## src/include/m107_consts.svh

```systemverilog
// Arcade glue constants for bus widths, DIP download slot and native aspect ratio

`ifndef M107_CONSTS_SVH
`define M107_CONSTS_SVH

//////////////////////////////////////////////////
// Control words
//////////////////////////////////////////////////

// One joystick or keyboard word from the host
`define M107_JOY_W 16

// Control bits per player as seen by the core
`define M107_PLAYER_W 10

//////////////////////////////////////////////////
// Memory buses
//////////////////////////////////////////////////

// SDRAM byte address
`define M107_SDR_ADDR_W 25

// DDRAM 64-bit word address
`define M107_DDR_ADDR_W 29

//////////////////////////////////////////////////
// DIP switches
//////////////////////////////////////////////////

`define M107_DIP_INDEX 254
`define M107_DIP_BYTES 8
// Only the low bytes reach the core
`define M107_DIP_OUT_BYTES 3

//////////////////////////////////////////////////
// Aspect ratio
//////////////////////////////////////////////////

`define M107_ASPECT_W 12
`define M107_ASPECT_LONG 4
`define M107_ASPECT_SHORT 3

`endif

```

## src/hw/m107_io_pkg.sv

```systemverilog
// Player control and DIP switch types shared by the input side of the glue

`default_nettype none

`include "m107_consts.svh"

package m107_io_pkg;

    //////////////////////////////////////////////////
    // Raw controls
    //////////////////////////////////////////////////

    // Joystick or keyboard word, one bit per button or direction
    typedef logic [`M107_JOY_W-1:0] joy_word_t;

    // Buttons and directions forwarded to the core for one player
    typedef logic [`M107_PLAYER_W-1:0] player_bits_t;

    // One flag per player, bit 0 is player 1
    typedef logic [3:0] player_set_t;

    // DIP switch byte, a cleared bit is a switch turned on
    typedef logic [7:0] dip_byte_t;

    //////////////////////////////////////////////////
    // Mapped inputs
    //////////////////////////////////////////////////

    // Everything the core samples from the players
    typedef struct packed {
        player_bits_t p1;
        player_bits_t p2;
        player_bits_t p3;
        player_bits_t p4;
        // Start buttons, players 4 down to 1
        player_set_t  start;
        // Only coin slot 1 is ever raised
        player_set_t  coin;
        logic         pause;
    } mapped_inputs_t;

endpackage

`default_nettype wire

```

## src/hw/m107_mem_pkg.sv

```systemverilog
// SDRAM and DDRAM request types for the shared memory ports

`default_nettype none

`include "m107_consts.svh"

package m107_mem_pkg;

    //////////////////////////////////////////////////
    // SDRAM
    //////////////////////////////////////////////////

    typedef logic [`M107_SDR_ADDR_W-1:0] sdr_addr_t;
    typedef logic [15:0]                 sdr_word_t;
    typedef logic [1:0]                  sdr_be_t;

    // Write from the ROM loader
    typedef struct packed {
        sdr_addr_t addr;
        sdr_word_t data;
        sdr_be_t   be;
        logic      req;
    } rom_sdr_req_t;

    // Read from the running system
    typedef struct packed {
        sdr_addr_t addr;
        logic      req;
    } cpu_sdr_req_t;

    // Request into controller channel 3
    typedef struct packed {
        sdr_addr_t addr;
        sdr_word_t din;
        sdr_be_t   be;
        // High for a read
        logic      rnw;
        logic      req;
    } sdr_ch3_t;

    //////////////////////////////////////////////////
    // DDRAM
    //////////////////////////////////////////////////

    typedef logic [`M107_DDR_ADDR_W-1:0] ddr_addr_t;
    typedef logic [7:0]                  ddr_be_t;

    // Avalon style command toward the DDR3 bridge
    typedef struct packed {
        logic [7:0] burstcnt;
        ddr_addr_t  addr;
        logic       rd;
        ddr_be_t    be;
        logic       we;
    } ddr_cmd_t;

endpackage

`default_nettype wire

```

## src/hw/dip_switch_capture.sv

```systemverilog
// DIP switch bank loaded from the download stream and forwarded to the core

`default_nettype none

`include "m107_consts.svh"

module dip_switch_capture (
    input  logic                              clk_sys,
    input  logic                              rst_n,
    input  logic                              dl_wr,
    input  logic [7:0]                        dl_index,
    input  m107_mem_pkg::sdr_addr_t           dl_addr,
    input  m107_io_pkg::dip_byte_t            dl_data,
    output logic [`M107_DIP_OUT_BYTES*8-1:0]  dip_out
);

    import m107_io_pkg::*;
    import m107_mem_pkg::*;

    localparam int slot_w = $clog2(`M107_DIP_BYTES);

    dip_byte_t dip_sw [`M107_DIP_BYTES];
    logic      dip_hit;

    // Only the first eight addresses of the DIP index land in the bank
    assign dip_hit = dl_wr
                  && (dl_index == 8'(`M107_DIP_INDEX))
                  && (dl_addr[`M107_SDR_ADDR_W-1:slot_w] == '0);

    // Switches start released, which reads as all ones
    always_ff @(posedge clk_sys or negedge rst_n) begin
        if (!rst_n) begin
            for (int i = 0; i < `M107_DIP_BYTES; i++) begin
                dip_sw[i] <= '1;
            end
        end else if (dip_hit) begin
            dip_sw[dl_addr[slot_w-1:0]] <= dl_data;
        end
    end

    // Byte 0 sits in the low lane
    always_comb begin
        for (int i = 0; i < `M107_DIP_OUT_BYTES; i++) begin
            dip_out[i*8 +: 8] = dip_sw[i];
        end
    end

    //////////////////////////////////////////////////
    // Checks
    //////////////////////////////////////////////////

    // A floating strobe would corrupt the bank at random
    a_dl_wr_known: assert property (
        @(posedge clk_sys) disable iff (!rst_n)
        !$isunknown(dl_wr)
    );

endmodule

`default_nettype wire

```

## src/hw/player_input_mapper.sv

```systemverilog
// Keyboard and joystick merge into per-player controls with start, coin and pause

`default_nettype none

`include "m107_consts.svh"

module player_input_mapper (
    input  logic                         clk_sys,
    input  logic                         rst_n,
    input  m107_io_pkg::joy_word_t       joy_p1,
    input  m107_io_pkg::joy_word_t       joy_p2,
    input  m107_io_pkg::joy_word_t       joy_p3,
    input  m107_io_pkg::joy_word_t       joy_p4,
    input  m107_io_pkg::joy_word_t       kbd_p1,
    input  m107_io_pkg::joy_word_t       kbd_p2,
    input  m107_io_pkg::joy_word_t       kbd_p3,
    input  m107_io_pkg::joy_word_t       kbd_p4,
    input  m107_io_pkg::player_set_t     key_start,
    input  m107_io_pkg::player_set_t     key_coin,
    input  logic                         key_pause,
    output m107_io_pkg::mapped_inputs_t  mapped
);

    import m107_io_pkg::*;

    // Host joystick button positions
    localparam int btn_start = 10;
    localparam int btn_coin  = 11;
    localparam int btn_start2 = 12;
    localparam int btn_pause = 13;

    joy_word_t      merged_p1;
    joy_word_t      merged_p2;
    joy_word_t      merged_p3;
    joy_word_t      merged_p4;
    joy_word_t      joy_any;
    mapped_inputs_t mapped_next;

    assign merged_p1 = kbd_p1 | joy_p1;
    assign merged_p2 = kbd_p2 | joy_p2;
    assign merged_p3 = kbd_p3 | joy_p3;
    assign merged_p4 = kbd_p4 | joy_p4;

    // Shared buttons may come from any pad
    assign joy_any = joy_p1 | joy_p2 | joy_p3 | joy_p4;

    //////////////////////////////////////////////////
    // Mapping
    //////////////////////////////////////////////////

    always_comb begin
        mapped_next.p1 = merged_p1[`M107_PLAYER_W-1:0];
        mapped_next.p2 = merged_p2[`M107_PLAYER_W-1:0];
        mapped_next.p3 = merged_p3[`M107_PLAYER_W-1:0];
        mapped_next.p4 = merged_p4[`M107_PLAYER_W-1:0];

        mapped_next.start[0] = joy_p1[btn_start] | key_start[0];
        // Player 2 start also answers the extra start button on any pad
        mapped_next.start[1] = joy_p2[btn_start] | joy_any[btn_start2] | key_start[1];
        mapped_next.start[2] = joy_p3[btn_start] | key_start[2];
        mapped_next.start[3] = joy_p4[btn_start] | key_start[3];

        // All coins go into slot 1
        mapped_next.coin    = '0;
        mapped_next.coin[0] = joy_any[btn_coin] | (|key_coin);

        mapped_next.pause = joy_any[btn_pause] | key_pause;
    end

    always_ff @(posedge clk_sys or negedge rst_n) begin
        if (!rst_n) begin
            mapped <= '0;
        end else begin
            mapped <= mapped_next;
        end
    end

endmodule

`default_nettype wire

```

## src/hw/rom_load_port_mux.sv

```systemverilog
// Hands SDRAM channel 3 and DDRAM to the ROM loader during a load, else to the system

`default_nettype none

module rom_load_port_mux (
    input  logic                        clk_sys,
    input  logic                        rst_n,
    input  logic                        rom_load_busy,
    input  m107_mem_pkg::rom_sdr_req_t  rom_sdr,
    input  m107_mem_pkg::cpu_sdr_req_t  cpu_sdr,
    output m107_mem_pkg::sdr_ch3_t      ch3,
    input  m107_mem_pkg::ddr_cmd_t      ddr_rom,
    input  m107_mem_pkg::ddr_cmd_t      ddr_rot,
    output m107_mem_pkg::ddr_cmd_t      ddr_out
);

    import m107_mem_pkg::*;

    //////////////////////////////////////////////////
    // SDRAM channel 3
    //////////////////////////////////////////////////

    always_comb begin
        // Write data only matters during a load
        ch3.din = rom_sdr.data;
        if (rom_load_busy) begin
            ch3.addr = rom_sdr.addr;
            ch3.be   = rom_sdr.be;
            ch3.rnw  = 1'b0;
            ch3.req  = rom_sdr.req;
        end else begin
            ch3.addr = cpu_sdr.addr;
            ch3.be   = '0;
            ch3.rnw  = 1'b1;
            ch3.req  = cpu_sdr.req;
        end
    end

    //////////////////////////////////////////////////
    // DDRAM
    //////////////////////////////////////////////////

    // Loader owns DDRAM while busy, the rotation buffer otherwise
    always_comb begin
        if (rom_load_busy) begin
            ddr_out = ddr_rom;
        end else begin
            ddr_out = ddr_rot;
        end
    end

    //////////////////////////////////////////////////
    // Checks
    //////////////////////////////////////////////////

    // The system only reads through channel 3
    a_cpu_read_only: assert property (
        @(posedge clk_sys) disable iff (!rst_n)
        !rom_load_busy |-> (ch3.rnw && (ch3.be == '0))
    );

    // The loader only writes
    a_rom_write_only: assert property (
        @(posedge clk_sys) disable iff (!rst_n)
        rom_load_busy |-> !ch3.rnw
    );

endmodule

`default_nettype wire

```

## src/hw/aspect_ratio_select.sv

```systemverilog
// Video aspect ratio from the menu mode and the screen orientation

`default_nettype none

`include "m107_consts.svh"

module aspect_ratio_select (
    input  logic                      clk_sys,
    input  logic                      rst_n,
    input  logic [1:0]                ar_mode,
    input  logic                      no_rotate,
    output logic [`M107_ASPECT_W-1:0] arx,
    output logic [`M107_ASPECT_W-1:0] ary
);

    localparam logic [`M107_ASPECT_W-1:0] ratio_long  = `M107_ASPECT_LONG;
    localparam logic [`M107_ASPECT_W-1:0] ratio_short = `M107_ASPECT_SHORT;

    // Scaler preset index for the non-native modes
    logic [1:0] preset;

    assign preset = ar_mode - 2'd1;

    always_ff @(posedge clk_sys or negedge rst_n) begin
        if (!rst_n) begin
            arx <= '0;
            ary <= '0;
        end else if (ar_mode == 2'd0) begin
            // Native ratio, turned on its side for a vertical screen
            arx <= no_rotate ? ratio_long : ratio_short;
            ary <= no_rotate ? ratio_short : ratio_long;
        end else begin
            // ary of zero tells the scaler to use a preset
            arx <= {{(`M107_ASPECT_W-2){1'b0}}, preset};
            ary <= '0;
        end
    end

endmodule

`default_nettype wire

```

## src/hw/arcade_glue_top.sv

```systemverilog
// Board glue top with DIP capture, input mapping, memory port selection and aspect

`default_nettype none

`include "m107_consts.svh"

module arcade_glue_top (
    input  logic                              clk_sys,
    input  logic                              rst_n,

    // Download port
    input  logic                              dl_wr,
    input  logic [7:0]                        dl_index,
    input  m107_mem_pkg::sdr_addr_t           dl_addr,
    input  m107_io_pkg::dip_byte_t            dl_data,
    output logic [`M107_DIP_OUT_BYTES*8-1:0]  dip_out,

    // Player controls
    input  m107_io_pkg::joy_word_t            joy_p1,
    input  m107_io_pkg::joy_word_t            joy_p2,
    input  m107_io_pkg::joy_word_t            joy_p3,
    input  m107_io_pkg::joy_word_t            joy_p4,
    input  m107_io_pkg::joy_word_t            kbd_p1,
    input  m107_io_pkg::joy_word_t            kbd_p2,
    input  m107_io_pkg::joy_word_t            kbd_p3,
    input  m107_io_pkg::joy_word_t            kbd_p4,
    input  m107_io_pkg::player_set_t          key_start,
    input  m107_io_pkg::player_set_t          key_coin,
    input  logic                              key_pause,
    output m107_io_pkg::mapped_inputs_t       mapped,

    // Shared memory ports
    input  logic                              rom_load_busy,
    input  m107_mem_pkg::rom_sdr_req_t        rom_sdr,
    input  m107_mem_pkg::cpu_sdr_req_t        cpu_sdr,
    output m107_mem_pkg::sdr_ch3_t            ch3,
    input  logic                              sdr_ch3_rdy,
    output logic                              cpu_rdy,
    output logic                              rom_rdy,
    input  m107_mem_pkg::ddr_cmd_t            ddr_rom,
    input  m107_mem_pkg::ddr_cmd_t            ddr_rot,
    output m107_mem_pkg::ddr_cmd_t            ddr_out,

    // Video
    input  logic [1:0]                        ar_mode,
    input  logic                              no_rotate,
    output logic [`M107_ASPECT_W-1:0]         arx,
    output logic [`M107_ASPECT_W-1:0]         ary
);

    //////////////////////////////////////////////////
    // Input side
    //////////////////////////////////////////////////

    dip_switch_capture u_dip (
        .clk_sys, .rst_n, .dl_wr, .dl_index, .dl_addr, .dl_data, .dip_out
    );

    player_input_mapper u_inputs (
        .clk_sys, .rst_n,
        .joy_p1, .joy_p2, .joy_p3, .joy_p4,
        .kbd_p1, .kbd_p2, .kbd_p3, .kbd_p4,
        .key_start, .key_coin, .key_pause, .mapped
    );

    //////////////////////////////////////////////////
    // Memory ports
    //////////////////////////////////////////////////

    rom_load_port_mux u_port_mux (
        .clk_sys, .rst_n, .rom_load_busy,
        .rom_sdr, .cpu_sdr, .ch3, .ddr_rom, .ddr_rot, .ddr_out
    );

    // One ready serves whichever side owns channel 3
    assign cpu_rdy = sdr_ch3_rdy;
    assign rom_rdy = sdr_ch3_rdy;

    //////////////////////////////////////////////////
    // Output side
    //////////////////////////////////////////////////

    aspect_ratio_select u_aspect (
        .clk_sys, .rst_n, .ar_mode, .no_rotate, .arx, .ary
    );

endmodule

`default_nettype wire

```

## config.mk

```make
export PLATFORM = sky130hd
export DESIGN_NAME = arcade_glue_top
export DESIGN_NICKNAME = d
export VERILOG_FILES = /design/src/hw/m107_io_pkg.sv /design/src/hw/m107_mem_pkg.sv /design/src/hw/dip_switch_capture.sv /design/src/hw/player_input_mapper.sv /design/src/hw/rom_load_port_mux.sv /design/src/hw/aspect_ratio_select.sv /design/src/hw/arcade_glue_top.sv
export VERILOG_INCLUDE_DIRS = /design/src /design/src/include
export SDC_FILE = /design/constraint.sdc
export NUM_CORES = 1
export LEC_CHECK = 0
export ABC_AREA = 1
export BUFFER_PORTS_ARGS = -buffer_cell sky130_fd_sc_hd__buf_2
export CORE_AREA = 4 4 210 212
export CTS_CLUSTER_DIAMETER = 120
export DETAILED_ROUTE_END_ITERATION = 16
export DIE_AREA = 0 0 214 216
export PLACE_DENSITY = 0.34
export SETUP_SLACK_MARGIN = 0.05
export SLEW_MARGIN = 5
export SYNTH_ARGS = -nofsm -noshare
export SYNTH_HDL_FRONTEND = slang
export SYNTH_HIERARCHICAL = 1
export SYNTH_SLANG_ARGS = --single-unit
```

## constraint.sdc

```tcl
create_clock -name clk_sys -period 0.8 [get_ports clk_sys]
set_clock_uncertainty 0.15 [all_clocks]
set_input_delay 0.12 -clock clk_sys [delete_from_list [all_inputs] [get_ports clk_sys]]
set_output_delay 0.12 -clock clk_sys [all_outputs]
set_load 0.01 [all_outputs]
```

==> flow_results.org <==
** Run status
- Outcome :: finished with violations
- Violations in the final reports :: negative hold slack, negative setup slack

** Power
- Ratio of total power to cell area :: about 1200 mW/mm2
- Leak :: 5.12 nW
- Worst ir drop on vdd :: about 0.94 mV

** Synthesis
- In the synthesized netlist, mux cells make up 0% of the area.
- Count of state elements after synthesis :: 74
- Area share of and/or/nand/nor cells after synthesis :: 41.4%
- Mean instance size in the synthesized netlist :: around 7.5 um2
- After technology mapping, the gate count stands at 560.
- Sequential cell area fraction in the yosys report :: 44.8%
- The synthesized netlist devotes 0% of its cell area to compound gates.
- Area contributors post-synth :: sky130_fd_sc_hd__dfrtp_1, sky130_fd_sc_hd__nand2_1, sky130_fd_sc_hd__dfstp_2
- After synthesis, the largest family of logic cells by area is simple AND/OR/NAND/NOR gates.
- Library cells used by synthesis :: 20
- Of the total synthesized cell area, the portion taken by XOR and XNOR cells is 0%.
- Number of warnings reported in the yosys synthesis log :: 6
- Synth Area in Adders :: 0%
- The top cell type by area accounts for approximately 30% of the synthesized area.
- In this run the cell area of the synthesized design comes to between 0.004 and 0.005 mm2.
- Post-synthesis cell type with the largest combined area :: sky130_fd_sc_hd__dfrtp_1

** Timing
- The final count of pins violating max slew came to 0.
- Setup repair after global routing could not meet its margin everywhere.
- Highest achievable clock rate :: 786 MHz
- After layout, the minimum clock period comes to roughly 1.3 ns.
- Setup violations remaining at the end of the flow were counted as 176.
- Period Utilization, post-route :: 159%
- Across all hold checks on the routed design, the worst slack comes to -0.344 ns.
- Hold violation count in the final report :: roughly 150
- Final setup slack of the worst path :: -0.472 ns

** Route
- Total wirelength of the detailed-routed design :: about 25,000 um
- Detailed Route Iter0 Violations :: 181
- The routed layout has between 5,000 and 6,000 vias.
- Dividing the detail-routed wire length by the instance count gives roughly 16 um.
- Detail Route Antenna Nets :: 0
- Number of search-and-repair iterations in the first detailed-routing pass :: 4
- Number of vias per cell :: about 3.3
- For this run, design rule violations remaining after detail routing come to 0.

** Final layout
- Cells fill between 20 and 25% of the core in the end.
- The final layout contains roughly 1,400 nets.
- Summing all flip-flop and latch instances after layout gives about 0.0019 mm2.
- After filler insertion, the fill cell instance count of the layout stands at roughly 4,600.
- 0 antenna diodes ended up in the layout.
- Layout cell share with drive strength beyond 1 :: approximately 76%
- Area growth from synthesis to layout :: 140%
- Multi-input gate area :: 0.00296 mm2

** GRT
- Entering global routing, the biggest net connects 47 pins.
- Antenna violations before repair :: 1
- Across every metal layer, demand over resource in global routing totals between 10 and 15%.
- The via count of the first global-routing pass is roughly 5,600.
- Global routing finished with a remaining overflow of 0.
- The first global-routing pass estimated around 36,000 um of wire.

** Critical path
- Data on the critical path arrives at its endpoint at 1.00 ns.
- The worst register-to-register path begins at u_dip/dip_out[12]$_DFFE_PN1P_.
- Register-to-register path setup slack :: -0.15 ns
- The critical path goes through buf_6.
- For this run, the slowest stage of the critical path takes between 0.5 and 0.6 ns.
- For the worst flop-to-flop path, the logic depth is 3.
- Maximum fanout along the worst path :: 2
- The worst setup path is captured at an output pin.
- Critical path startpoint :: u_dip/dip_out[6]$_DFFE_PN1P_
- The worst setup path is of the flip-flop to output pin kind.
- For this design, the slowest cell found on the critical path is sky130_fd_sc_hd__dfstp_2.
- Number of buffer and inverter instances along the worst setup path :: 1
- Stages on the worst setup path :: 1
- The worst setup path is launched from a flip-flop.
- At the worst endpoint, the required time is approximately 0.53 ns.
- Top delay family on crit path :: flip-flops

** Die
- The die covers ~0.046 mm2.
- Starting utilization of the core area :: roughly a tenth
- I/O pin total :: between 500 and 600
- Std-Cell Core Area :: 0.0419 mm2
- Die Wd :: between 200 and 250 um
- Die outline height :: ~220 um
- Standard-cell rows :: between 70 and 80

** Run
- Max-cap violations in this run came to 0.

** Clocking
- In this run the number of H-tree levels came out at 3.
- CTS max path bufs :: 2
- The number of hold buffers added after CTS was 1.
- Number of buffers added by the clock tree synthesis step :: 9
- The root buffer cell chosen for the clock tree is sky130_fd_sc_hd__clkbuf_16.
- Counting every sink on the clock net gives 74.
- TritonCTS built the clock tree.
- Clk_lat worst skew :: ~0.34 ns
- Clock-pin slew on the worst setup and hold paths :: roughly 0.060 ns

** Placed design
- Placer's final routability congestion estimate :: roughly 0.78
- Summed over all nets, the half-perimeter wirelength after detailed placement is 19,700 um.
- Worst-case setup slack after placement :: -0.581 ns
- Port Buffers :: around 450

** Min path
- The min-delay analysis places its worst path in the category input port to async pin.
cell families after synthesis:
group,after synthesis
simple gates,401
flops,74
other cells,2
buf+inv,83
through the flow:
stage | area (um2) | total power [mW] | setup TNS (ns) | cells | hold WS (ns)
after floorplan | 4760 | 5.23 | -6.51 | 579 | -0.326
after global placement | 7460 | 6.66 | -45.91 | 1536 | -0.00415
after detailed placement | 7460 | 6.65 | -45.85 | 1536 | -0.00956
after CTS | 9640 | 12.5 | -65.90 | 1580 | -0.216
after global routing | 10100 | 13.1 | -70.26 | 1582 | -0.313
final | 10100 | 12.4 | -63.25 | 1582 | -0.344
synth_stat cells:
cell type / number
sky130_fd_sc_hd__nor2_4: 2
sky130_fd_sc_hd__buf_4: 43
sky130_fd_sc_hd__dfrtp_1: 50
sky130_fd_sc_hd__or2_1: 43
sky130_fd_sc_hd__nor3b_4: 2
sky130_fd_sc_hd__nand3_1: 26
sky130_fd_sc_hd__nand4_1: 1
sky130_fd_sc_hd__nand3_4: 2
sky130_fd_sc_hd__nand2_1: 294
sky130_fd_sc_hd__dfstp_2: 24
sky130_fd_sc_hd__nor2_1: 27
sky130_fd_sc_hd__clkbuf_1: 2
sky130_fd_sc_hd__buf_6: 13
sky130_fd_sc_hd__nor3_4: 1
sky130_fd_sc_hd__nand3_2: 1
sky130_fd_sc_hd__inv_1: 20
sky130_fd_sc_hd__buf_2: 1
sky130_fd_sc_hd__conb_1: 2
sky130_fd_sc_hd__inv_2: 4
sky130_fd_sc_hd__nor3_1: 2
registers in the layout (all words and copies together), names as in the netlist:
| name | cells |
|---|---|
| u_dip/dip_out | 24 |
| u_aspect/ary | 2 |
| u_aspect/arx | 2 |
| u_inputs/mapped | 46 |
routing by layer:
metal  wire length [um]  GRT usage [%]  vias up  share of wire [%]
met5                  7              0        -              0.028
met4                255           1.82        2                1.0
met3               1420           2.64       18                5.6
met2              12900           17.8      172                 51
met1              10800           13.3     2480                 43
li1                   -              -     2590                  -
final cells by class:
cell class                      count  share of cell area, %
Inverter                           24                   1.28
Multi-Input combinational cell    422                   29.3
Timing Repair inverter              3                  0.521
Tap cell                          539                   6.68
Clock inverter                      5                  0.843
Sequential cell                    74                   18.6
Clock buffer                       11                   2.50
Timing Repair Buffer              504                   40.2
path summary, 6_finish.rpt:
check,endpoint
worst max-delay path,dip_out[6]
worst min-delay path,u_inputs/mapped[10]$_DFF_PN0_
worst max register to register,u_dip/dip_out[12]$_DFFE_PN1P_
worst min register to register,u_dip/dip_out[3]$_DFFE_PN1P_
max in group asynchronous,u_dip/dip_out[4]$_DFFE_PN1P_
min in group clk_sys,u_inputs/mapped[26]$_DFF_PN0_
worst register-to-register path: cells and delay by family, from the launching register on:
| kind | cells | cell delay [ns] |
|---|---|---|
| and+or+nand+nor | 2 | 0.11 |
| buffers and inverters | 1 | 0.10 |
| DFF | 1 | 0.54 |
timing repair:
action	in CTS	in global routing
setup buffers	12	2
endpoints found under the hold margin	148	148
endpoints found under the setup margin	176	249
cloned	15	3
pin swaps	68	38
resized for setup	330	94
report_power, final:
group	switching (mW)	internal (mW)	total [mW]
registers	0.0458	3.87	3.92
clock network	1.67	2.92	4.59
logic	1.86	2.05	3.91
layout by cell type, fill, tap and decap left out, drive strengths merged:
cell and instances:
nand4 1, dfrtp 50, nand2 294, nor2 29, or2 43, nand3 29
clkinvlp 1, inv 26, dfstp 24, nor3 3, conb 21, buf 501
clkbuf 14, bufinv 2, nor3b 2, clkinv 3
No activity file was read; power rests on OpenSTA's default activity.
